### config.mk
export PLATFORM = sky130hd
export DESIGN_NAME = instructionPointer
export DESIGN_NICKNAME = d
export VERILOG_FILES = /design/src/isaPkg.sv /design/src/corePkg.sv /design/src/instructionPointer.sv
export SDC_FILE = /design/constraint.sdc
export NUM_CORES = 1
export LEC_CHECK = 0
export BUFFER_PORTS_ARGS = -buffer_cell sky130_fd_sc_hd__buf_2
export CELL_PAD_IN_SITES_DETAIL_PLACEMENT = 1
export CELL_PAD_IN_SITES_GLOBAL_PLACEMENT = 2
export CORE_MARGIN = 8
export CORE_UTILIZATION = 28
export CTS_CLUSTER_DIAMETER = 50
export DETAILED_ROUTE_END_ITERATION = 10
export PLACE_DENSITY_LB_ADDON = 0.25
export SKIP_LAST_GASP = 1
export SYNTH_ARGS = -nofsm -noshare
export SYNTH_HDL_FRONTEND = slang
export SYNTH_SLANG_ARGS = --single-unit
export TNS_END_PERCENT = 1
### constraint.sdc
create_clock -name clk -period 3.45 [get_ports clk]
set_clock_uncertainty 0.05 [all_clocks]
set_input_delay 0.345 -clock clk [delete_from_list [all_inputs] [get_ports clk]]
set_output_delay 0.345 -clock clk [all_outputs]
set_load 0.05 [all_outputs]
### src/isaPkg.sv
package isaPkg;

  // Instruction opcode byte
  typedef logic [7:0] opcode_t;

  // Opcode numbering, consecutive from 1
  localparam opcode_t MovRC     = 8'd1;
  localparam opcode_t MovRR     = 8'd2;
  localparam opcode_t MovRdC    = 8'd3;
  localparam opcode_t MovRdR    = 8'd4;
  localparam opcode_t MovRdRo   = 8'd5;
  localparam opcode_t MovdCR    = 8'd6;
  localparam opcode_t MovdRoR   = 8'd7;
  localparam opcode_t PushR     = 8'd8;
  localparam opcode_t PopR      = 8'd9;
  localparam opcode_t CallR     = 8'd10;
  localparam opcode_t Ret       = 8'd11;
  localparam opcode_t CmpRR     = 8'd12;
  localparam opcode_t CmpRC     = 8'd13;
  localparam opcode_t JmpC      = 8'd14;
  localparam opcode_t JeC       = 8'd15;
  localparam opcode_t JneC      = 8'd16;
  localparam opcode_t AddRRC    = 8'd17;
  localparam opcode_t AddRRR    = 8'd18;
  localparam opcode_t IncR      = 8'd19;
  localparam opcode_t DecR      = 8'd20;
  localparam opcode_t MulAddRRC = 8'd21;
  localparam opcode_t DoutR     = 8'd22;
  localparam opcode_t Stall     = 8'd23;

  // Bit positions inside the first instruction word
  localparam int OpcodeLo = 0;
  localparam int FieldALo = 8;
  localparam int FieldBLo = 16;
  localparam int FieldCLo = 24;

  // Opcodes followed by a constant word
  function automatic logic isLongOpcode(opcode_t op);
    case (op)
      MovRC, MovRdC, MovRdRo, MovdCR, MovdRoR, CmpRC,
      JmpC, JeC, JneC, AddRRC, MulAddRRC:
        return 1'b1;
      default:
        return 1'b0;
    endcase
  endfunction

  // Opcodes that touch data memory
  function automatic logic isMemOpcode(opcode_t op);
    case (op)
      MovRdC, MovRdR, MovRdRo, MovdCR, MovdRoR, PushR, PopR, CallR, Ret:
        return 1'b1;
      default:
        return 1'b0;
    endcase
  endfunction

  // Reads among the memory opcodes, stack pops included
  function automatic logic isLoadOpcode(opcode_t op);
    case (op)
      MovRdC, MovRdR, MovRdRo, PopR, Ret:
        return 1'b1;
      default:
        return 1'b0;
    endcase
  endfunction

  function automatic logic isKnownOpcode(opcode_t op);
    return (op >= MovRC) && (op <= Stall);
  endfunction

endpackage

### src/corePkg.sv
package corePkg;

  import isaPkg::*;

  // Data and address word
  typedef logic [31:0] word_t;

  // Direct register index, 64 registers
  typedef logic [5:0] regIndex_t;

  // Registers with a fixed role
  localparam regIndex_t StackReg = 6'd0;
  localparam regIndex_t FlagReg  = 6'd1;
  localparam int        RegCount = 64;

  // Pointer steps
  localparam word_t InstrBytes     = 32'd4;
  localparam word_t LongInstrBytes = 32'd8;
  localparam word_t StackStep      = 32'd4;

  // Instruction phases, one instruction in flight
  typedef enum logic [2:0] {
    Fetch,
    FetchWait,
    Decode,
    ConstWait,
    MemIssue,
    MemWait,
    Writeback
  } phase_t;

  // Latched instruction word
  typedef struct packed {
    opcode_t   opcode;
    regIndex_t a;
    regIndex_t b;
    regIndex_t c;
  } decoded_t;

  // Register values read at Decode
  typedef struct packed {
    word_t a;
    word_t b;
    word_t c;
  } operands_t;

  // Writeback lanes, primary plus stack pointer
  typedef struct packed {
    logic      en;
    regIndex_t idx;
    word_t     data;
    logic      spEn;
    word_t     spData;
  } regWrite_t;

  typedef struct packed {
    logic  taken;
    word_t target;
  } ipRedirect_t;

endpackage

### src/instructionPointer.sv
`timescale 1ns/1ps

module instructionPointer
  import isaPkg::*, corePkg::*;
(
  input  logic        clk,
  input  logic        reset,
  input  phase_t      phase,
  input  decoded_t    instr,
  input  ipRedirect_t redirect,
  output word_t       ip
);

  word_t step;

  // Long opcodes carry a trailing constant word
  assign step = isLongOpcode(instr.opcode) ? LongInstrBytes : InstrBytes;

  always_ff @(posedge clk or posedge reset)
  begin
    if (reset)
    begin
      ip <= '0;
    end
    else if (phase == Writeback)
    begin
      if (redirect.taken)
      begin
        ip <= redirect.target;
      end
      // Stall refetches itself, acting as a halt
      else if (instr.opcode != Stall)
      begin
        ip <= ip + step;
      end
    end
  end

endmodule

==> results_dict.tcl <==
set metrics [dict create \
    setup_tns_ns 0 \
    grt_pass1_wl_um 12700 \
    synthArstFlopShare_pct 100.0 \
    synth_compound_area_share_pct 26.79 \
    die_area_um2 10950 \
    port_buffers 77 \
    firstDrtPassIters 4 \
    whs_ns 0.2519 \
    fmax_ghz 0.3500 \
    placed_cell_area_um2 2659 \
    viasPerCell 5.262 \
    worst_pin_slew_ns 0.9486 \
    ys.warnings.count 0 \
    final_cell_mix "77 x buf_2, 32 x dfrtp_1, 31 x a21oi_1" \
    avgSynthCellArea_um2 8.300 \
    syn_area_um2 2200 \
    outcome "finished, final reports clean" \
    ys_ff_latch 32 \
    top_register "ip" \
    synth_fa_ha_area_share_pct 2.048 \
    slew_headroom_pct 36.76 \
    vias 2326 \
    grt_busiest_layer "met2" \
    power_per_cell_area_nw_per_um2 524.1 \
    drc 0 \
    largestRegisters "ip (32)" \
    grt_max_degree 30 \
    max_stage_delay_ns 0.48 \
    wire_per_inst_um 16.92 \
    layout_commonest_cell "buf_2" \
    slew_viol_final 0 \
    grt_use_met1_pct 16.74 \
    syn_inst 265 \
    ys_seq_area_share_pct 36.41 \
    hp-class "input port to flip-flop" \
    coreArea_um2 7687 \
    antenna_found_initial 0 \
    path_class "input port to flip-flop" \
    yosysUniqueCellTypes 50 \
    rows 32 \
    crit_path_top_delay_cell "fa_1" \
    finalSetupViolCount 0 \
    syn_nets 332 \
    yosysTopAreaCell "dfrtp_1" \
    synth-edff-count 0 \
    worstSetupStartpoint "instr[24]" \
    synth_top_family_by_area "compound AO/OA/AOI/OAI gates" \
    final_hold_viol_count 0 \
    synthTopCellsByArea "dfrtp_1 36%, a21oi_1 7.1%, o21ai_0 5.9%" \
    rrSetupSlack_ns 0.99 \
    io_pins 96 \
    rsz0062_at_grt "no" \
    critPathLaunchType "input port" \
    ant_nets 0 \
    largest_reg_flops 32 \
    groute.layer.met3.usage_pct 3.624 \
    postCtsSetupRepairBufs 0 \
    die_w_um 104.6 \
    cts_buffers 5 \
    chipHeight_um 104.6 \
    clkSinkCount 32 \
    clk_pin_slew_worst_paths_ns 0.06 \
    synth_top_area_share_pct 36.41 \
    fillerInstances 964 \
    ys.flop_type "dfrtp_1" \
    grt_pass1_vias 2547 \
    cts_buffer_depth 2 \
    drive_gt1_share_pct 30.29 \
    power_leakage_uw 0.001206 \
    path_max_fanout 10 \
    min_period_over_period_pct 82.80 \
    start_util_pct 28.61 \
    diodes 0 \
    worstHoldStart "redirect[0]" \
    crit_chain "buf_2 > or3_1 > or2_2 > fa_1 > and4b_1 > nand2_2 > nor4_4 > a31oi_1 > o22a_1" \
    gp_congestion 0.6944 \
    grt.overflow.total 0 \
    routed_wirelength_um 7480 \
    fin_area_um2 2759 \
    worstPathArrival_ns 2.97 \
    synth_xor_area_share_pct 0 \
    cts_resized 0 \
    place_hpwl_um 5490 \
    grtUsageMet2_pct 23.27 \
    area_delta_synth_final_pct 25.43 \
    cts_tree "done" \
    r2r-start "ip[2]$_DFFE_PP0P_" \
    nets 406 \
    crit_path_end_kind "flip-flop" \
    track_usage_pct 13.63 \
    htreeDepth 2 \
    synthSimpleGateAreaFrac_pct 25.20 \
    required_ns 3.56 \
    cap_violations 0 \
    ir_worst_vdd_v 0.0002261 \
    yosys-mux-area-fraction_pct 2.844 \
    clock_latency_ns 0.28 \
    finalCriticalPeriod_ns 2.857 \
    drtIter0Drc 78 \
    clockRootBuffer "clkbuf_8" \
]
-- metrics by stage --
step / instances / total power (uW) / setup WS, ns / util [%]
final: 442 / 1446 / 0.5932 / 35.89
after global routing: 442 / 1546 / 0.5243 / 35.89
after CTS: 442 / 1469 / 0.6191 / 35.89
after detailed placement: 433 / 1155 / 0.3264 / 34.59
after global placement: 433 / 1144 / 0.3711 / 34.59
after floorplan: 265 / 979.4 / 0.6621 / -
-- final cells by class --
cell class | instances | area (um2) | share of cell area [%]
well taps | 102 | 127.6 | 4.626
flip-flops and latches | 32 | 800.8 | 29.02
repair buffers | 84 | 440.4 | 15.96
multi-input cells | 203 | 1251 | 45.35
clock buffers | 8 | 90.09 | 3.265
inverters | 13 | 48.80 | 1.769
-- final timing paths --
check                                      to  cells after the start
min reg2reg                 ip[0]$_DFFE_PP0P_                      1
max in group asynchronous  ip[27]$_DFFE_PP0P_                      4
max reg2reg                ip[30]$_DFFE_PP0P_                      8
min                         ip[0]$_DFFE_PP0P_                      2
min in group asynchronous   ip[1]$_DFFE_PP0P_                      3
max                        ip[30]$_DFFE_PP0P_                      9
-- Yosys cell counts, types with 2 or more instances --
cell / number
dfrtp_1: 32
a21oi_1: 31
o21ai_0: 26
nor2_1: 24
nand2_1: 17
inv_1: 13
nand3_1: 12
clkbuf_1: 11
nor3_1: 10
o22ai_1: 6
or3_1: 6
a22oi_1: 4
and3_1: 4
buf_6: 4
mux2i_1: 4
nand2b_1: 4
nor4_1: 4
o31ai_1: 4
a211oi_1: 3
a31oi_1: 3
a32oi_1: 3
a21o_1: 2
a22o_1: 2
a31o_2: 2
and3_2: 2
and4_1: 2
ha_1: 2
mux2_2: 2
nand4_1: 2
nand4_2: 2
nand4b_1: 2
o22a_1: 2
-- cell families (layout without fill, tap and decap cells) --
| group | Yosys count | count (layout) |
|---|---|---|
| AND/OR/NAND/NOR | 100 | 100 |
| AO/OA/AOI/OAI | 94 | 94 |
| flip-flops | 32 | 32 |
| buffers and inverters | 30 | 105 |
| multiplexers | 6 | 6 |
| adder cells (fa/ha/maj) | 3 | 3 |
-- where the power goes --
part           internal (uW)  total, uW  switching, uW
clock network            163        305            143
logic                    159        596            437
registers                449        544           95.2
-- critical path: cells and delay by family --
family	cells	cell delay (ns)
AND/OR/NAND/NOR	5	1.72
buffers and inverters	1	0.09
adder cells (fa/ha/maj)	1	0.48
AO/OA/AOI/OAI	2	0.33
-- timing repair --
| item | 4_1_cts | 5_1_grt |
|---|---|---|
| setup endpoints to repair | 0 | 0 |
| endpoints found under the hold margin | 3 | 0 |
| hold buffers | 1 | 0 |
-- per-layer routing --
| layer | share of wire [%] | wire length (um) |
|---|---|---|
| met2 | 48 | 3611 |
| met5 | 0 | 0 |
| met4 | 1.2 | 90 |
| met1 | 46 | 3441 |
| met3 | 4.5 | 338 |
(Power assumes the default switching activity.)
