## src/isaPkg.sv

```systemverilog
package isaPkg;

  // Instruction opcode byte
  typedef logic [7:0] opcode_t;

  // Opcode numbering, consecutive from 1
  localparam opcode_t MovRC     = 8'd1;
  localparam opcode_t MovRR     = 8'd2;
  localparam opcode_t MovRdC    = 8'd3;
  localparam opcode_t MovRdR    = 8'd4;
  localparam opcode_t MovRdRo   = 8'd5;
  localparam opcode_t MovdCR    = 8'd6;
  localparam opcode_t MovdRoR   = 8'd7;
  localparam opcode_t PushR     = 8'd8;
  localparam opcode_t PopR      = 8'd9;
  localparam opcode_t CallR     = 8'd10;
  localparam opcode_t Ret       = 8'd11;
  localparam opcode_t CmpRR     = 8'd12;
  localparam opcode_t CmpRC     = 8'd13;
  localparam opcode_t JmpC      = 8'd14;
  localparam opcode_t JeC       = 8'd15;
  localparam opcode_t JneC      = 8'd16;
  localparam opcode_t AddRRC    = 8'd17;
  localparam opcode_t AddRRR    = 8'd18;
  localparam opcode_t IncR      = 8'd19;
  localparam opcode_t DecR      = 8'd20;
  localparam opcode_t MulAddRRC = 8'd21;
  localparam opcode_t DoutR     = 8'd22;
  localparam opcode_t Stall     = 8'd23;

  // Bit positions inside the first instruction word
  localparam int OpcodeLo = 0;
  localparam int FieldALo = 8;
  localparam int FieldBLo = 16;
  localparam int FieldCLo = 24;

  // Opcodes followed by a constant word
  function automatic logic isLongOpcode(opcode_t op);
    case (op)
      MovRC, MovRdC, MovRdRo, MovdCR, MovdRoR, CmpRC,
      JmpC, JeC, JneC, AddRRC, MulAddRRC:
        return 1'b1;
      default:
        return 1'b0;
    endcase
  endfunction

  // Opcodes that touch data memory
  function automatic logic isMemOpcode(opcode_t op);
    case (op)
      MovRdC, MovRdR, MovRdRo, MovdCR, MovdRoR, PushR, PopR, CallR, Ret:
        return 1'b1;
      default:
        return 1'b0;
    endcase
  endfunction

  // Reads among the memory opcodes, stack pops included
  function automatic logic isLoadOpcode(opcode_t op);
    case (op)
      MovRdC, MovRdR, MovRdRo, PopR, Ret:
        return 1'b1;
      default:
        return 1'b0;
    endcase
  endfunction

  function automatic logic isKnownOpcode(opcode_t op);
    return (op >= MovRC) && (op <= Stall);
  endfunction

endpackage

```

## src/corePkg.sv

```systemverilog
package corePkg;

  import isaPkg::*;

  // Data and address word
  typedef logic [31:0] word_t;

  // Direct register index, 64 registers
  typedef logic [5:0] regIndex_t;

  // Registers with a fixed role
  localparam regIndex_t StackReg = 6'd0;
  localparam regIndex_t FlagReg  = 6'd1;
  localparam int        RegCount = 64;

  // Pointer steps
  localparam word_t InstrBytes     = 32'd4;
  localparam word_t LongInstrBytes = 32'd8;
  localparam word_t StackStep      = 32'd4;

  // Instruction phases, one instruction in flight
  typedef enum logic [2:0] {
    Fetch,
    FetchWait,
    Decode,
    ConstWait,
    MemIssue,
    MemWait,
    Writeback
  } phase_t;

  // Latched instruction word
  typedef struct packed {
    opcode_t   opcode;
    regIndex_t a;
    regIndex_t b;
    regIndex_t c;
  } decoded_t;

  // Register values read at Decode
  typedef struct packed {
    word_t a;
    word_t b;
    word_t c;
  } operands_t;

  // Writeback lanes, primary plus stack pointer
  typedef struct packed {
    logic      en;
    regIndex_t idx;
    word_t     data;
    logic      spEn;
    word_t     spData;
  } regWrite_t;

  typedef struct packed {
    logic  taken;
    word_t target;
  } ipRedirect_t;

endpackage

```

## src/phaseSequencer.sv

```systemverilog
`timescale 1ns/1ps

module phaseSequencer
  import isaPkg::*, corePkg::*;
(
  input  logic     clk,
  input  logic     reset,
  input  logic     readAck,
  input  logic     writeAck,
  input  decoded_t instr,
  output phase_t   phase
);

  phase_t nextPhase;
  logic   memAck;

  // Loads finish on a read ack, stores on a write ack
  assign memAck = isLoadOpcode(instr.opcode) ? readAck : writeAck;

  always_ff @(posedge clk or posedge reset)
  begin
    if (reset)
    begin
      phase <= Fetch;
    end
    else
    begin
      phase <= nextPhase;
    end
  end

  always_comb
  begin
    nextPhase = phase;
    case (phase)
      Fetch:
        nextPhase = FetchWait;
      FetchWait:
        if (readAck)
        begin
          nextPhase = Decode;
        end
      // Branch on the freshly latched opcode
      Decode:
        if (isLongOpcode(instr.opcode))
        begin
          nextPhase = ConstWait;
        end
        else if (isMemOpcode(instr.opcode))
        begin
          nextPhase = MemIssue;
        end
        else
        begin
          nextPhase = Writeback;
        end
      ConstWait:
        if (readAck)
        begin
          nextPhase = isMemOpcode(instr.opcode) ? MemIssue : Writeback;
        end
      MemIssue:
        nextPhase = MemWait;
      MemWait:
        if (memAck)
        begin
          nextPhase = Writeback;
        end
      Writeback:
        nextPhase = Fetch;
      default:
        nextPhase = Fetch;
    endcase
  end

  // Every instruction ends by fetching the next one
  assert property (@(posedge clk) disable iff (reset)
    phase == Writeback |=> phase == Fetch);

  // Data phase only for opcodes that touch memory
  assert property (@(posedge clk) disable iff (reset)
    phase == MemIssue |-> isMemOpcode(instr.opcode));

  // RAM answers only while a request is outstanding
  assert property (@(posedge clk) disable iff (reset)
    (readAck || writeAck) |-> phase inside {FetchWait, ConstWait, MemWait});

endmodule

```

## config.mk

```make
export PLATFORM = sky130hd
export DESIGN_NAME = phaseSequencer
export DESIGN_NICKNAME = d
export VERILOG_FILES = /design/src/isaPkg.sv /design/src/corePkg.sv /design/src/phaseSequencer.sv
export SDC_FILE = /design/constraint.sdc
export NUM_CORES = 1
export LEC_CHECK = 0
export BUFFER_PORTS_ARGS = -buffer_cell sky130_fd_sc_hd__buf_2
export CAP_MARGIN = 20
export CORE_AREA = 2 2 39 41
export CTS_CLUSTER_SIZE = 8
export DETAILED_ROUTE_END_ITERATION = 16
export DIE_AREA = 0 0 41 43
export PLACE_DENSITY = 0.58
export SYNTH_ARGS = -nofsm -noshare
export SYNTH_HDL_FRONTEND = slang
export SYNTH_SLANG_ARGS = --single-unit
```

## constraint.sdc

```tcl
create_clock -name clk -period 1.7 [get_ports clk]
set_input_delay 0 -clock clk [delete_from_list [all_inputs] [get_ports clk]]
set_output_delay 0 -clock clk [all_outputs]
set_load 0.02 [all_outputs]
```

==> flow_summary.yaml <==
synthesis:
  netlist_top_cells_area: "dfrtp_1, nand2b_1, a211oi_1, inv_1, a211oi_2"
  synth_edf_count: 0
  ys_ff_latch: 3
  avgSynthCellArea_um2: 8.48
  yosysSeqAreaShare_pct: 27.6
  synth_top_area_share_pct: 27.6
  syn_inst: 32
  async_flop_share_pct: 100
  yosys_most_used_dff: "dfrtp_1"
  yosys_warnings: 0
  syn_area_um2: 272
  ys_types: 20
  synth_nets: 62
  synth_largest_area_cell: "dfrtp_1"
  synth_common_cells: "inv_1, nand2b_1, dfrtp_1"
power_and_ir_drop:
  pwr_density_cell_mw_per_mm2: 1300
  report.power.total_uw: 516
  p_sw_uw: 213
  seqPwrFrac_pct: 29.7
  p_sw_share_pct: 41.3
  vdd_drop_max_v: 0.000532
  p_comb_share_pct: 46.4
  p_leak_uw: 0.000183
  pwr-share-clk_pct: 23.9
  internal_power_uw: 303
worst_hold_path:
  whs_endpoint: "phase[0]$_DFFE_PP0P_"
  min_path_type: "in2reg"
  min_from: "writeAck"
  whs_path_depth: 3
sta:
  max_slew_margin_pct: 82.2
  drv_slew: 0
  fin_crit_sh_pct: 89.4
  rsz0062_at_grt: "false"
  post-route-min-period_ps: 1520
  hold_slack_ps: 152
  clock_skew_ps: 0.951
  setup_ws_ps: 180
  max_freq_mhz: 658
  worstMarginPinSlew_ps: 267
  setup_viol: 0
  hold_viol_final: 0
  fin_setup_tns_ps: 0
setup_path:
  r2r-end: "phase[2]$_DFFE_PP0P_"
  endpoint_kind: "flip-flop"
  crit_type: "reg2reg"
  rr_worst_depth: 4
  crit_fanout: 6
  r2r_start: "phase[0]$_DFFE_PP0P_"
  worstPathRequired_ps: 1810
  cp-start-kind: "flip-flop"
  r2r_setup_slack_ps: 180
  cp_data_arrival_time_ps: 1630
detailed_routing:
  drt_wl_total_um: 662
  antenna_left: 0
  via_per_inst: 4.55
  drc: 0
  vias: 305
  wire_per_inst_um: 9.88
  dr.pass1.iters: 2
  detail_route.iter0.violations: 2
floorplan:
  ios: 33
  start_util_pct: 19.6
  core_mm2: 0.00138
  std_cell_rows: 14
  die-area_mm2: 0.00176
  fp.dieW_um: 41
  die_h_um: 43
grt:
  grt_pass1_vias: 278
  grt_overflow: 0
  grt_use_total_pct: 10.2
  antenna_found_initial: 0
  grt_first_pass_wirelength_um: 1120
  grt_max_degree: 7
clocking:
  cts_buffers: 3
  cts.htree.levels: 1
  root_buffer: "clkbuf_4"
  cts_sinks: 3
  postCtsSetupBuffers: 0
  path_clk_slew_ps: 40
  worstSkewPairLatency_ps: 230
  cts_tree: "done"
  clockBufferDepth: 2
layout:
  seqCellArea_um2: 75.1
  nets: 82
  drive_gt1_share_pct: 39.2
  area_delta_synth_final_pct: 46.5
  top_register: "phase"
  biggestRegsByFlops: "phase: 3 flops"
  fin_area_um2: 398
  largest_register_ffs: 3
  nFillCells: 160
  multiInputGateArea_um2: 181
  diodes: 0
job:
  drv_cap: 0
placed_design:
  gp_congestion: 0.726
  place_ws_ps: 93.4
  hpwl_um: 523
  placed_cell_area_um2: 362
  port_buffers: 14
run_status:
  outcome: "finished clean"
what timing repair did:
item                      CTS  global route
resized for setup           0             0
hold endpoints to repair    3             0
hold buffers                1             0
kinds of logic after synthesis:
group,Yosys count,synth area share (%)
multiplexers,2,7.83
flip-flops,3,27.6
AND/OR/NAND/NOR,14,31.8
AO/OA/AOI/OAI,9,27.2
buffers and inverters,4,5.53
placed cells by master (no fill, tap or decap):
cell and instances:
buf_2 14, nand2b_1 4, inv_1 4, clkbuf_4 3, dfrtp_1 3, nand2_1 2, nor2b_1 2, nor2_1 2
a211oi_1 2, o211ai_1 1, nor4b_1 1, a31oi_1 1, or4_1 1, a32oi_1 1, or4_4 1, nor2_2 1
mux2i_1 1, mux2_1 1, a211oi_2 1, o21ai_0 1, a221o_1 1, o221ai_1 1, clkbuf_1 1, dlygate4sd3_1 1
worst max-delay path by stage:
| stage | from | to | slack (ps) |
|---|---|---|---|
| final | phase[0]$_DFFE_PP0P_ | phase[2]$_DFFE_PP0P_ | 180 |
| after global routing | phase[0]$_DFFE_PP0P_ | phase[2]$_DFFE_PP0P_ | 60 |
| after CTS | phase[0]$_DFFE_PP0P_ | phase[2]$_DFFE_PP0P_ | 180 |
| after detailed placement | instr[23] | phase[1]$_DFFE_PP0P_ | 90 |
| after global placement | instr[22] | phase[1]$_DFFE_PP0P_ | 100 |
| after floorplan | phase[0]$_DFFE_PP0P_ | phase[2]$_DFFE_PP0P_ | 200 |
metal layers:
layer	GRT usage, %	routed length [µm]	vias to the layer above
li1	-	-	159
met1	12.6	285	136
met2	12.2	321	10
met3	4.19	55	0
met4	10.0	0	0
met5	0	0	-
area by class of cell:
| type | instances | share of cell area (%) |
|---|---|---|
| multi-input cells | 25 | 45.6 |
| flip-flops and latches | 3 | 18.9 |
| repair buffers | 15 | 20.1 |
| well taps | 16 | 5.03 |
| clock buffers | 4 | 6.60 |
| inverters | 4 | 3.77 |
through the flow:
step	util (%)	cells
after floorplan	-	32
after global placement	26.1	62
after detailed placement	26.1	62
after CTS	28.8	67
after global routing	28.8	67
final	28.8	67
critical path, cell delays in order, from the launching register on:
cell and delay, ps:
dfrtp_1 410, or4_1 530, a32oi_1 260, nand2b_1 150
nand2_1 50
power groups by stage:
| stage | registers, µW | logic, µW | clock network (µW) |
|---|---|---|---|
| CTS | 154 | 244 | 134 |
| detailed placement | 155 | 242 | 0 |
| floorplan | 192 | 118 | 0 |
| global placement | 158 | 237 | 0 |
| global route | 168 | 269 | 139 |
| finish | 153 | 240 | 124 |
(Power assumes the default switching activity.)
