$ cat src/isaPkg.sv
package isaPkg;

  // Instruction opcode byte
  typedef logic [7:0] opcode_t;

  // Opcode numbering, consecutive from 1
  localparam opcode_t MovRC     = 8'd1;
  localparam opcode_t MovRR     = 8'd2;
  localparam opcode_t MovRdC    = 8'd3;
  localparam opcode_t MovRdR    = 8'd4;
  localparam opcode_t MovRdRo   = 8'd5;
  localparam opcode_t MovdCR    = 8'd6;
  localparam opcode_t MovdRoR   = 8'd7;
  localparam opcode_t PushR     = 8'd8;
  localparam opcode_t PopR      = 8'd9;
  localparam opcode_t CallR     = 8'd10;
  localparam opcode_t Ret       = 8'd11;
  localparam opcode_t CmpRR     = 8'd12;
  localparam opcode_t CmpRC     = 8'd13;
  localparam opcode_t JmpC      = 8'd14;
  localparam opcode_t JeC       = 8'd15;
  localparam opcode_t JneC      = 8'd16;
  localparam opcode_t AddRRC    = 8'd17;
  localparam opcode_t AddRRR    = 8'd18;
  localparam opcode_t IncR      = 8'd19;
  localparam opcode_t DecR      = 8'd20;
  localparam opcode_t MulAddRRC = 8'd21;
  localparam opcode_t DoutR     = 8'd22;
  localparam opcode_t Stall     = 8'd23;

  // Bit positions inside the first instruction word
  localparam int OpcodeLo = 0;
  localparam int FieldALo = 8;
  localparam int FieldBLo = 16;
  localparam int FieldCLo = 24;

  // Opcodes followed by a constant word
  function automatic logic isLongOpcode(opcode_t op);
    case (op)
      MovRC, MovRdC, MovRdRo, MovdCR, MovdRoR, CmpRC,
      JmpC, JeC, JneC, AddRRC, MulAddRRC:
        return 1'b1;
      default:
        return 1'b0;
    endcase
  endfunction

  // Opcodes that touch data memory
  function automatic logic isMemOpcode(opcode_t op);
    case (op)
      MovRdC, MovRdR, MovRdRo, MovdCR, MovdRoR, PushR, PopR, CallR, Ret:
        return 1'b1;
      default:
        return 1'b0;
    endcase
  endfunction

  // Reads among the memory opcodes, stack pops included
  function automatic logic isLoadOpcode(opcode_t op);
    case (op)
      MovRdC, MovRdR, MovRdRo, PopR, Ret:
        return 1'b1;
      default:
        return 1'b0;
    endcase
  endfunction

  function automatic logic isKnownOpcode(opcode_t op);
    return (op >= MovRC) && (op <= Stall);
  endfunction

endpackage

$ cat src/corePkg.sv
package corePkg;

  import isaPkg::*;

  // Data and address word
  typedef logic [31:0] word_t;

  // Direct register index, 64 registers
  typedef logic [5:0] regIndex_t;

  // Registers with a fixed role
  localparam regIndex_t StackReg = 6'd0;
  localparam regIndex_t FlagReg  = 6'd1;
  localparam int        RegCount = 64;

  // Pointer steps
  localparam word_t InstrBytes     = 32'd4;
  localparam word_t LongInstrBytes = 32'd8;
  localparam word_t StackStep      = 32'd4;

  // Instruction phases, one instruction in flight
  typedef enum logic [2:0] {
    Fetch,
    FetchWait,
    Decode,
    ConstWait,
    MemIssue,
    MemWait,
    Writeback
  } phase_t;

  // Latched instruction word
  typedef struct packed {
    opcode_t   opcode;
    regIndex_t a;
    regIndex_t b;
    regIndex_t c;
  } decoded_t;

  // Register values read at Decode
  typedef struct packed {
    word_t a;
    word_t b;
    word_t c;
  } operands_t;

  // Writeback lanes, primary plus stack pointer
  typedef struct packed {
    logic      en;
    regIndex_t idx;
    word_t     data;
    logic      spEn;
    word_t     spData;
  } regWrite_t;

  typedef struct packed {
    logic  taken;
    word_t target;
  } ipRedirect_t;

endpackage

$ cat src/memoryPort.sv
`timescale 1ns/1ps

module memoryPort
  import isaPkg::*, corePkg::*;
(
  input  logic      clk,
  input  logic      reset,
  input  phase_t    phase,
  input  word_t     ip,
  input  operands_t operands,
  input  word_t     stackPtr,
  input  word_t     ramIn,
  input  logic      readAck,
  output word_t     ramAddress,
  output word_t     ramOut,
  output logic      readReq,
  output logic      writeReq,
  output decoded_t  instr,
  output word_t     constWord,
  output word_t     loadWord
);

  word_t dataAddress;
  word_t dataOut;

  // Data access address and store value per opcode
  always_comb
  begin
    dataAddress = constWord;
    dataOut     = operands.b;
    case (instr.opcode)
      MovRdR:
        dataAddress = operands.b;
      MovRdRo:
        dataAddress = constWord + operands.b;
      PopR, Ret:
        dataAddress = stackPtr - StackStep;
      MovdRoR:
        dataAddress = constWord + operands.a;
      PushR:
      begin
        dataAddress = stackPtr;
        dataOut     = operands.a;
      end
      // Return address is the call's own address
      CallR:
      begin
        dataAddress = stackPtr;
        dataOut     = ip;
      end
      default:
        dataAddress = constWord;
    endcase
  end

  // Request strobes, one cycle each
  always_ff @(posedge clk or posedge reset)
  begin
    if (reset)
    begin
      readReq  <= 1'b0;
      writeReq <= 1'b0;
    end
    else
    begin
      readReq  <= (phase == Fetch) ||
                  (phase == Decode && isLongOpcode(instr.opcode)) ||
                  (phase == MemIssue && isLoadOpcode(instr.opcode));
      writeReq <= phase == MemIssue && !isLoadOpcode(instr.opcode);
    end
  end

  // Address and data held until the next request
  always_ff @(posedge clk)
  begin
    case (phase)
      Fetch:
        ramAddress <= ip;
      Decode:
        if (isLongOpcode(instr.opcode))
        begin
          ramAddress <= ip + InstrBytes;
        end
      MemIssue:
      begin
        ramAddress <= dataAddress;
        ramOut     <= dataOut;
      end
      default:
        ramAddress <= ramAddress;
    endcase
  end

  // Instruction word split into opcode and low six bits per field
  always_ff @(posedge clk or posedge reset)
  begin
    if (reset)
    begin
      instr <= '0;
    end
    else if (readAck && phase == FetchWait)
    begin
      instr.opcode <= ramIn[OpcodeLo +: $bits(opcode_t)];
      instr.a      <= ramIn[FieldALo +: $bits(regIndex_t)];
      instr.b      <= ramIn[FieldBLo +: $bits(regIndex_t)];
      instr.c      <= ramIn[FieldCLo +: $bits(regIndex_t)];
    end
  end

  // Constant and loaded words
  always_ff @(posedge clk)
  begin
    if (readAck && phase == ConstWait)
    begin
      constWord <= ramIn;
    end
    if (readAck && phase == MemWait)
    begin
      loadWord <= ramIn;
    end
  end

endmodule

$ cat config.mk
export PLATFORM = sky130hd
export DESIGN_NAME = memoryPort
export DESIGN_NICKNAME = d
export VERILOG_FILES = /design/src/isaPkg.sv /design/src/corePkg.sv /design/src/memoryPort.sv
export SDC_FILE = /design/constraint.sdc
export NUM_CORES = 1
export LEC_CHECK = 0
export BUFFER_PORTS_ARGS = -buffer_cell sky130_fd_sc_hd__buf_2
export CORE_ASPECT_RATIO = 1.5
export CORE_UTILIZATION = 51
export DETAILED_ROUTE_END_ITERATION = 8
export GPL_ROUTABILITY_DRIVEN = 0
export MAX_ROUTING_LAYER = met4
export PLACE_DENSITY = 0.83
export SETUP_SLACK_MARGIN = 0.02
export SYNTH_ARGS = -nofsm -noshare
export SYNTH_HDL_FRONTEND = slang
export SYNTH_SLANG_ARGS = --single-unit
$ cat constraint.sdc
create_clock -name clk -period 5.1 [get_ports clk]
set_input_delay 1.02 -clock clk [delete_from_list [all_inputs] [get_ports clk]]
set_output_delay 1.02 -clock clk [all_outputs]
set_load 0.02 [all_outputs]
==> metrics.cfg <==
[sta]
hold_viol = 0
slew_headroom = 0.223
fin_tns_setup_ns = 0
setup_viol = 0
fin_crit_sh = 0.932
holdWs_ns = 0.501
skew_ns = 0.00982
rsz0062_at_grt = no
max_freq_ghz = 0.210
fin_crit_ns = 4.76
slew_viol_final = 0
tightest_slew_ns = 1.17

[setup_path]
critical_path_depth = 15
r2r_cells = 15
cp_slowest_stage_delay_ns = 0.59
crit_top_cell = a21oi_1
worstPathMaxFanout = 17
cp_data_arrival_time_ns = 4.95
cpMaxStageDelayCell = or4_1
startpoint = instr[22]
path_buf_inv = 1
r2r_slack_ns = 0.34
criticalPathCategory = flop to flop
required_ns = 5.29
critPathCaptureType = flop
cp-start-kind = flop
r2r_end = ramAddress[29]
path_cells = or4_1, nor3_1, and2_1, nand2_2, buf_4, mux2_2, ha_1, a21oi_1, o21bai_1, a21oi_1, nand3_1, o21ai_0, o21a_1, o311ai_0, a211o_1
critPathTopFamily = compound AO/OA/AOI/OAI gates
r2r_start = instr[22]
setup.worst_path.end = ramAddress[29]

[synthesis]
netlist_area_um2 = 10000
synth.most_common_cell = edfxtp_1
yosysTopAreaCell = edfxtp_1
ys_seq_area_frac = 0.453
synth_area_leaders = edfxtp_1 (38%), dfrtp_1 (7.0%), mux2_2 (6.3%)
synth-main-ff-cell = edfxtp_1
synth_area_per_cell_um2 = 10.4
synth.net_count = 1208
synthArstFlopShare = 0.179
synth_seq_cells = 156
synth-edff-count = 128
synth_top_area_frac = 0.383
yosysWarnings = 0
yosys-top-cells-count = edfxtp_1 (128), a21oi_1 (84), nor2_1 (79)
synth.distinct_cells = 74
syn_inst = 968

[grt]
antenna_found_initial = 8
grt_pass1_wl_um = 49800
grt_remaining_overflow = 0
grt_pass1_vias = 9319
grt_start_max_net_pins = 44
grt_usage = 0.343

[floorplan]
row_count = 62
pin_count = 354
die_y_um = 174
design.core.area_um2 = 19200
start_util = 0.521
die_x_um = 116
die_area_um2 = 20200

[drt]
routed_wl_um = 33400
drt_iter0_markers = 972
num_vias = 9751
routedWlPerCell_um = 21.5
drcViolationCount = 0
dr.pass1.iters = 6
antenna_left = 0
via_per_inst = 6.26

[power_and_ir_drop]
ir_drop_uv = 327
finalPower_mw = 3.71
leakage_nw = 5.32
p_per_area_nw_per_um2 = 295

[run_status]
outcome = completed

[cells_and_area]
areaGrowthSynthToFinish_pct = 25.4
final_core_util = 0.653
nets = 1518
drive_gt1_frac = 0.347

[clock_tree]
clock-sinks = 156
cts_tree = yes
cts-root-buf = clkbuf_16
cts_inserted_buffers = 17
cts_max_level = 4
clk_latency_ns = 0.44
clk_pin_slew_ns = 0.07
post_cts_buffers = 0
postCtsResizedCells = 0
hold_buffers = 0
cts_max_path_buffers = 2

[worst_hold_path]
hp-class = flop to flop

[placed_design]
port-buffer-count = 321
hpwl_um = 25900

[flow_run]
drv_cap = 0

## sequential cells by signal, indices dropped and copies added (netlist names)
name,flops
readReq,1
writeReq,1
ramAddress,32
constWord,32
instr,26
loadWord,32
ramOut,32
## routing by layer
| metal | vias up | share of wire | global-route usage |
|---|---|---|---|
| li1 | 4359 | - | - |
| met2 | 735 | 0.48 | 0.539 |
| met4 | 0 | 0.058 | 0.195 |
| met1 | 4498 | 0.35 | 0.390 |
| met5 | - | 0 | - |
| met3 | 159 | 0.11 | 0.0878 |
## area by class of cell
class,count,area (um2)
inverters,17,63.8
diodes,11,27.5
repair buffers,341,1760
well taps,256,320
fillers,1594,6670
clock buffers,18,439
multi-input cells,745,5260
flip-flops and latches,156,4550
clock inverters,14,153
## cells by family (layout without fill, tap and decap cells)
logic type | Yosys count | after routing | synth area share
AND/OR/NAND/NOR | 297 | 297 | 0.153
AO/OA/AOI/OAI | 262 | 262 | 0.170
flip-flops | 156 | 156 | 0.453
multiplexers | 93 | 93 | 0.0999
buffers and inverters | 67 | 390 | 0.0261
XOR/XNOR | 51 | 51 | 0.0446
adder cells (fa/ha/maj) | 42 | 42 | 0.0532
other | 0 | 11 | 0
## layout by cell type (no fill, tap or decap), types with 8 or more instances in the layout
cell type and n:
and4_1 9, nor4_1 8, a31oi_1 9, edfxtp_1 128, a21o_1 14, buf_2 321
xnor2_1 31, xor2_1 20, mux2i_1 37, buf_4 20, dfrtp_1 27, a21oi_1 84
nand4_1 9, nand3_1 32, nor3_1 25, a222oi_1 17, clkbuf_16 17, inv_1 17
nor2_1 78, diode_2 11, a22oi_1 8, nand2_1 64, o21ai_0 53, and3_1 16
ha_1 41, mux2_2 56, o211ai_1 14, or3_1 11
## metrics by stage
step           cells  instance area (um2)  setup slack, ns
2_1_floorplan    968                10000            0.683
3_3_place_gp    1515                11900            0.330
3_5_place_dp    1515                11900            0.280
4_1_cts         1547                12500            0.233
5_1_grt         1555                12600           0.0924
6_report        1558                12600            0.345
## power by group
part           leakage, nW  total, mW  switching, mW  internal, mW
logic                 3.52      0.904          0.557         0.347
registers             1.52       1.53         0.0524          1.48
clock network        0.287       1.27          0.569         0.705
## worst min-delay path by stage
stage / startpoint / end / cells past startpoint
floorplan: instr[11] / instr[11] / 1
global placement: instr[14] / instr[14] / 1
detailed placement: instr[2] / instr[2] / 1
CTS: instr[2] / instr[2] / 1
global route: instr[1] / instr[1] / 1
finish: instr[2] / instr[2] / 1
No activity file was read; power rests on OpenSTA's default activity.
