**src/isaPkg.sv**
```systemverilog
package isaPkg;

  // Instruction opcode byte
  typedef logic [7:0] opcode_t;

  // Opcode numbering, consecutive from 1
  localparam opcode_t MovRC     = 8'd1;
  localparam opcode_t MovRR     = 8'd2;
  localparam opcode_t MovRdC    = 8'd3;
  localparam opcode_t MovRdR    = 8'd4;
  localparam opcode_t MovRdRo   = 8'd5;
  localparam opcode_t MovdCR    = 8'd6;
  localparam opcode_t MovdRoR   = 8'd7;
  localparam opcode_t PushR     = 8'd8;
  localparam opcode_t PopR      = 8'd9;
  localparam opcode_t CallR     = 8'd10;
  localparam opcode_t Ret       = 8'd11;
  localparam opcode_t CmpRR     = 8'd12;
  localparam opcode_t CmpRC     = 8'd13;
  localparam opcode_t JmpC      = 8'd14;
  localparam opcode_t JeC       = 8'd15;
  localparam opcode_t JneC      = 8'd16;
  localparam opcode_t AddRRC    = 8'd17;
  localparam opcode_t AddRRR    = 8'd18;
  localparam opcode_t IncR      = 8'd19;
  localparam opcode_t DecR      = 8'd20;
  localparam opcode_t MulAddRRC = 8'd21;
  localparam opcode_t DoutR     = 8'd22;
  localparam opcode_t Stall     = 8'd23;

  // Bit positions inside the first instruction word
  localparam int OpcodeLo = 0;
  localparam int FieldALo = 8;
  localparam int FieldBLo = 16;
  localparam int FieldCLo = 24;

  // Opcodes followed by a constant word
  function automatic logic isLongOpcode(opcode_t op);
    case (op)
      MovRC, MovRdC, MovRdRo, MovdCR, MovdRoR, CmpRC,
      JmpC, JeC, JneC, AddRRC, MulAddRRC:
        return 1'b1;
      default:
        return 1'b0;
    endcase
  endfunction

  // Opcodes that touch data memory
  function automatic logic isMemOpcode(opcode_t op);
    case (op)
      MovRdC, MovRdR, MovRdRo, MovdCR, MovdRoR, PushR, PopR, CallR, Ret:
        return 1'b1;
      default:
        return 1'b0;
    endcase
  endfunction

  // Reads among the memory opcodes, stack pops included
  function automatic logic isLoadOpcode(opcode_t op);
    case (op)
      MovRdC, MovRdR, MovRdRo, PopR, Ret:
        return 1'b1;
      default:
        return 1'b0;
    endcase
  endfunction

  function automatic logic isKnownOpcode(opcode_t op);
    return (op >= MovRC) && (op <= Stall);
  endfunction

endpackage

```
**src/corePkg.sv**
```systemverilog
package corePkg;

  import isaPkg::*;

  // Data and address word
  typedef logic [31:0] word_t;

  // Direct register index, 64 registers
  typedef logic [5:0] regIndex_t;

  // Registers with a fixed role
  localparam regIndex_t StackReg = 6'd0;
  localparam regIndex_t FlagReg  = 6'd1;
  localparam int        RegCount = 64;

  // Pointer steps
  localparam word_t InstrBytes     = 32'd4;
  localparam word_t LongInstrBytes = 32'd8;
  localparam word_t StackStep      = 32'd4;

  // Instruction phases, one instruction in flight
  typedef enum logic [2:0] {
    Fetch,
    FetchWait,
    Decode,
    ConstWait,
    MemIssue,
    MemWait,
    Writeback
  } phase_t;

  // Latched instruction word
  typedef struct packed {
    opcode_t   opcode;
    regIndex_t a;
    regIndex_t b;
    regIndex_t c;
  } decoded_t;

  // Register values read at Decode
  typedef struct packed {
    word_t a;
    word_t b;
    word_t c;
  } operands_t;

  // Writeback lanes, primary plus stack pointer
  typedef struct packed {
    logic      en;
    regIndex_t idx;
    word_t     data;
    logic      spEn;
    word_t     spData;
  } regWrite_t;

  typedef struct packed {
    logic  taken;
    word_t target;
  } ipRedirect_t;

endpackage

```
**src/executeUnit.sv**
```systemverilog
`timescale 1ns/1ps

module executeUnit
  import isaPkg::*, corePkg::*;
(
  input  logic        clk,
  input  logic        reset,
  input  phase_t      phase,
  input  decoded_t    instr,
  input  operands_t   operands,
  input  word_t       constWord,
  input  word_t       loadWord,
  input  logic        eqFlag,
  input  word_t       ip,
  output regWrite_t   wr,
  output ipRedirect_t redirect,
  output logic        debugValid,
  output word_t       debugValue
);

  word_t cmpRhs;
  word_t cmpFlags;
  logic  doutNow;

  // Compare against register B or the constant
  assign cmpRhs   = (instr.opcode == CmpRC) ? constWord : operands.b;
  assign cmpFlags = {29'd0, operands.a > cmpRhs, operands.a < cmpRhs, operands.a == cmpRhs};
  assign doutNow  = (phase == Writeback) && (instr.opcode == DoutR);

  always_comb
  begin
    wr       = '{en: 1'b0, idx: instr.a, data: '0, spEn: 1'b0, spData: '0};
    redirect = '{taken: 1'b0, target: constWord};
    if (phase == Writeback)
    begin
      case (instr.opcode)
        MovRC:
          wr = '{en: 1'b1, idx: instr.a, data: constWord, spEn: 1'b0, spData: '0};
        MovRR:
          wr = '{en: 1'b1, idx: instr.a, data: operands.b, spEn: 1'b0, spData: '0};
        MovRdC, MovRdR, MovRdRo:
          wr = '{en: 1'b1, idx: instr.a, data: loadWord, spEn: 1'b0, spData: '0};
        AddRRC:
          wr.data = operands.b + constWord;
        AddRRR:
          wr.data = operands.b + operands.c;
        IncR:
          wr.data = operands.a + 32'd1;
        DecR:
          wr.data = operands.a - 32'd1;
        MulAddRRC:
          wr.data = operands.a + operands.b * constWord;
        // Flags replace the whole of r1
        CmpRR, CmpRC:
        begin
          wr.idx  = FlagReg;
          wr.data = cmpFlags;
        end
        PopR:
          wr = '{en: 1'b1, idx: instr.a, data: loadWord, spEn: 1'b0, spData: '0};
        default:
          wr.data = '0;
      endcase

      // Arithmetic and compare results use the primary lane
      if (instr.opcode inside {AddRRC, AddRRR, IncR, DecR, MulAddRRC, CmpRR, CmpRC})
      begin
        wr.en = 1'b1;
      end

      // Stack pointer moves by one slot, sent as a signed step
      if (instr.opcode inside {PushR, CallR})
      begin
        wr.spEn   = 1'b1;
        wr.spData = StackStep;
      end
      if (instr.opcode inside {PopR, Ret})
      begin
        wr.spEn   = 1'b1;
        wr.spData = -StackStep;
      end

      // Jumps, call and return
      case (instr.opcode)
        JmpC:
          redirect.taken = 1'b1;
        JeC:
          redirect.taken = eqFlag;
        JneC:
          redirect.taken = !eqFlag;
        CallR:
          redirect = '{taken: 1'b1, target: operands.a};
        Ret:
          redirect = '{taken: 1'b1, target: loadWord + InstrBytes};
        default:
          redirect.taken = 1'b0;
      endcase
    end
  end

  always_ff @(posedge clk or posedge reset)
  begin
    if (reset)
    begin
      debugValid <= 1'b0;
    end
    else
    begin
      debugValid <= doutNow;
    end
  end

  // Value shown with the strobe
  always_ff @(posedge clk)
  begin
    if (doutNow)
    begin
      debugValue <= operands.a;
    end
  end

  // Unknown opcodes fall through as a no-op
  assert property (@(posedge clk) disable iff (reset)
    phase == Writeback |-> isKnownOpcode(instr.opcode))
    else $error("Unknown opcode %h at %h", instr.opcode, ip);

endmodule

```
**config.mk**
```make
export PLATFORM = sky130hd
export DESIGN_NAME = executeUnit
export DESIGN_NICKNAME = d
export VERILOG_FILES = /design/src/isaPkg.sv /design/src/corePkg.sv /design/src/executeUnit.sv
export SDC_FILE = /design/constraint.sdc
export NUM_CORES = 2
export LEC_CHECK = 0
export BUFFER_PORTS_ARGS = -buffer_cell sky130_fd_sc_hd__buf_2
export CELL_PAD_IN_SITES_DETAIL_PLACEMENT = 1
export CELL_PAD_IN_SITES_GLOBAL_PLACEMENT = 2
export CORE_UTILIZATION = 39
export CTS_CLUSTER_SIZE = 16
export DETAILED_ROUTE_END_ITERATION = 7
export PLACE_DENSITY_LB_ADDON = 0.1
export SYNTH_ARGS = -nofsm -noshare
export SYNTH_HDL_FRONTEND = slang
export SYNTH_SLANG_ARGS = --single-unit
```
**constraint.sdc**
```tcl
create_clock -name clk -period 30.5 [get_ports clk]
set_clock_uncertainty 0.1 [all_clocks]
set_input_delay 4.575 -clock clk [delete_from_list [all_inputs] [get_ports clk]]
set_output_delay 4.575 -clock clk [all_outputs]
set_load 0.01 [all_outputs]
```
==> impl_metrics.prom <==
# TYPE chip_impl_metric gauge
chip_impl_info{name="outcome",value="completed"} 1
chip_impl_metric{name="crit_path_max_fanout",unit=""} 36
chip_impl_metric{name="clkSlewWorstSetupHoldPaths",unit="ns"} 0.07
chip_impl_metric{name="vias_per_cell",unit=""} 5.63
chip_impl_info{name="post-synth-top-area-cell",value="fa_1"} 1
chip_impl_metric{name="drt_iter0_drc",unit=""} 1688
chip_impl_metric{name="finalCriticalPeriod",unit="ns"} 17.49
chip_impl_metric{name="tritoncts_buffers",unit=""} 5
chip_impl_info{name="worstSetupPathType",value="input port to primary output"} 1
chip_impl_metric{name="synthesized_area_per_cell",unit="um^2"} 8.47
chip_impl_metric{name="post-cts-setup-buffers",unit=""} 0
chip_impl_info{name="setup_repair_after_global_routing_missed_its_margin",value="no"} 1
chip_impl_metric{name="cts-resized-gates",unit=""} 0
chip_impl_metric{name="cts_num_sinks",unit=""} 33
chip_impl_info{name="timing.critical_path.to_type",value="primary output"} 1
chip_impl_metric{name="setup_viol",unit=""} 0
chip_impl_metric{name="port_buffers",unit=""} 315
chip_impl_metric{name="ys.warnings.count",unit=""} 0
chip_impl_metric{name="dieWidth",unit="um"} 255
chip_impl_metric{name="ant_nets",unit=""} 0
chip_impl_metric{name="grt_pass1_vias",unit=""} 24100
chip_impl_metric{name="ys_async_sr_fraction",unit=""} 0.0303
chip_impl_metric{name="fin_tns_setup",unit="ns"} 0
chip_impl_metric{name="dpl.hpwl",unit="um"} 81000
chip_impl_metric{name="die_height",unit="um"} 255
chip_impl_metric{name="clock.fmax",unit="MHz"} 57.2
chip_impl_metric{name="grt_first_pass_wirelength",unit="um"} 158000
chip_impl_info{name="mostFrequentLayoutCells",value="520 x inv_1, 440 x fa_1, 342 x nand2_1"} 1
chip_impl_metric{name="antenna_found_initial",unit=""} 4
chip_impl_metric{name="fp-row-count",unit=""} 92
chip_impl_metric{name="max-slew-margin-rel",unit=""} 0.155
chip_impl_metric{name="required",unit="ns"} 25.83
chip_impl_metric{name="diodes",unit=""} 0
chip_impl_metric{name="final_period_util",unit=""} 0.573
chip_impl_metric{name="yosys.cell_types.count",unit=""} 78
chip_impl_metric{name="drtPass1Iterations",unit=""} 8
chip_impl_metric{name="htree_levels",unit=""} 2
chip_impl_metric{name="hold_viol",unit=""} 0
chip_impl_metric{name="detail_route.wirelength",unit="um"} 106000
chip_impl_metric{name="synth_edf_count",unit=""} 32
chip_impl_metric{name="maxCapViolCount",unit=""} 0
chip_impl_metric{name="fillers",unit=""} 7654
chip_impl_metric{name="num_vias",unit=""} 22300
chip_impl_info{name="root_buffer",value="clkbuf_16"} 1
chip_impl_metric{name="placer_s_final_routability_congestion_estimate",unit=""} 0.969
chip_impl_metric{name="io-pin-count",unit=""} 362
chip_impl_metric{name="syn-cell-area",unit="um^2"} 24900
chip_impl_metric{name="ys_seq_area_frac",unit=""} 0.0396
chip_impl_info{name="critical_path.startpoint_type",value="input port"} 1
chip_impl_metric{name="global_route.overflow_total",unit=""} 0
chip_impl_metric{name="grt_usage",unit=""} 0.334
chip_impl_metric{name="placeableCoreArea",unit="um^2"} 63100
chip_impl_metric{name="final_layout_size_suffix_gt1_frac",unit=""} 0.136
chip_impl_info{name="synthTopCellsByArea",value="fa_1 35%, ha_1 11%, inv_1 7.8%"} 1
chip_impl_info{name="tritoncts",value="yes"} 1
chip_impl_metric{name="area_growth_syn_to_layout",unit="%"} 9.10
chip_impl_metric{name="number_of_register_bits_inferred_by_synthesis",unit=""} 33
chip_impl_metric{name="post_drt_wl_per_cell",unit="um"} 26.9
chip_impl_metric{name="drc",unit=""} 0
chip_impl_metric{name="synth_top_area_frac",unit=""} 0.354
chip_impl_metric{name="floorplan.initialDensity",unit=""} 0.394
chip_impl_info{name="timing.hold.worst.class",value="input port to asynchronous set/reset pin"} 1
chip_impl_metric{name="clockBufferDepth",unit=""} 2
chip_impl_metric{name="grt_start_max_net_pins",unit=""} 37
chip_impl_metric{name="finish.net_count",unit=""} 3988
chip_impl_metric{name="die-area",unit="um^2"} 64800
chip_impl_metric{name="worst-endpoint-arrival",unit="ns"} 12.81
chip_impl_metric{name="tightest_slew",unit="ns"} 1.25
chip_impl_info{name="final_common_cell",value="inv_1"} 1
chip_impl_metric{name="holdBufCountCts",unit=""} 0
chip_impl_metric{name="slew_violations",unit=""} 0
chip_impl_metric{name="post_synth_inst_count",unit=""} 2939
chip_impl_info{name="synth_ff_type",value="edfxtp_1"} 1
==> state kept, by name, summed over array words and instances (netlist names) <==
register    flops
debugValue     32
debugValid      1
==> synth_stat cells (8+ instances only) <==
master    instances
xnor2_1         116
and3_1           14
clkbuf_1        152
a211oi_1         12
mux2_2           32
a31oi_1          28
mux2i_1          35
a22oi_1          42
xor2_1           43
nor2_1           64
fa_1            440
a21o_1           45
nand2_1         342
nand3_1          38
a22o_1           16
inv_1           520
ha_1            218
or3_1            17
a222oi_1         12
o21ai_0          58
o21a_1           20
o21ai_1          26
nor2b_1          13
nand4_1          17
edfxtp_1         32
buf_4            32
nor3_1           26
nand2b_1         14
a41oi_1           8
and2_1          307
nor4_1            9
a21oi_1          79
a221oi_1         15
==> layer usage <==
layer	part of all wire	up-vias	GRT usage	routed length (um)
li1	-	9657	-	-
met1	0.44	11700	0.458	47200
met2	0.47	737	0.557	50400
met3	0.058	119	0.0440	6190
met4	0.023	4	0.0700	2460
met5	0.0011	-	0.0113	112
==> final timing paths <==
check / start / to / slack [ns] / cells past startpoint
worst max-delay path: constWord[0] / wr[62] / 13.01 / 27
worst min-delay path: reset / debugValid / 3.98 / 2
max in group asynchronous: reset / debugValid / 26.24 / 2
min in group clk: operands[64] / debugValue[0] / 4.52 / 1
==> worst max-delay path, stage by stage <==
cell      delay (ns)
buf_2           0.71
nand2_1         0.20
fa_1            0.54
fa_1            0.56
inv_1           0.05
fa_1            0.49
inv_1           0.06
fa_1            0.53
inv_1           0.05
fa_1            0.48
fa_1            0.46
fa_1            0.52
inv_1           0.05
fa_1            0.50
inv_1           0.05
ha_1            0.21
or3_1           0.38
a211oi_1        0.27
nor2_1          0.11
or3_1           0.36
a31oi_1         0.38
nor3_1          0.15
nor3_1          0.25
xnor2_1         0.21
a221oi_2        0.35
o22ai_2         0.12
buf_2           0.17
==> cells by family after synthesis <==
kind of cell               count (synthesis)  synth area share
AOI/OAI and AO/OA                        422             0.118
xor gates and xnor gates                 159            0.0560
adders and majority gates                658             0.464
buffers and inverters                    710             0.112
DFF                                       33            0.0396
muxes                                     67            0.0286
other                                      1          0.000151
and+or+nand+nor                          889             0.182
==> metrics by stage <==
step | instance area [um^2] | std cells | utilization | hold slack [ns] | setup WS [ns]
3_3_place_gp | 27000 | 3945 | 0.428 | 4.31 | 13.14
2_1_floorplan | 24900 | 2940 | - | 4.20 | 14.34
3_5_place_dp | 27000 | 3945 | 0.428 | 4.31 | 13.03
4_1_cts | 27100 | 3953 | 0.430 | 3.97 | 13.00
5_1_grt | 27100 | 3953 | 0.430 | 3.99 | 12.66
6_report | 27100 | 3953 | 0.430 | 3.98 | 13.01
==> layout make-up <==
cell class / instances / area, um^2 / share of cell area
multi-input cells: 2197 / 21200 / 0.780
inverters: 520 / 1950 / 0.0719
clock inverters: 3 / 17.5 / 0.000645
clock buffers: 5 / 125 / 0.00461
repair buffers: 349 / 1830 / 0.0675
well taps: 846 / 1060 / 0.0390
flip-flops and latches: 33 / 986 / 0.0363
Power is left out: the tool's default activity adds up to more than one toggle a clock period on the data nets, which glitch-free logic cannot reach.
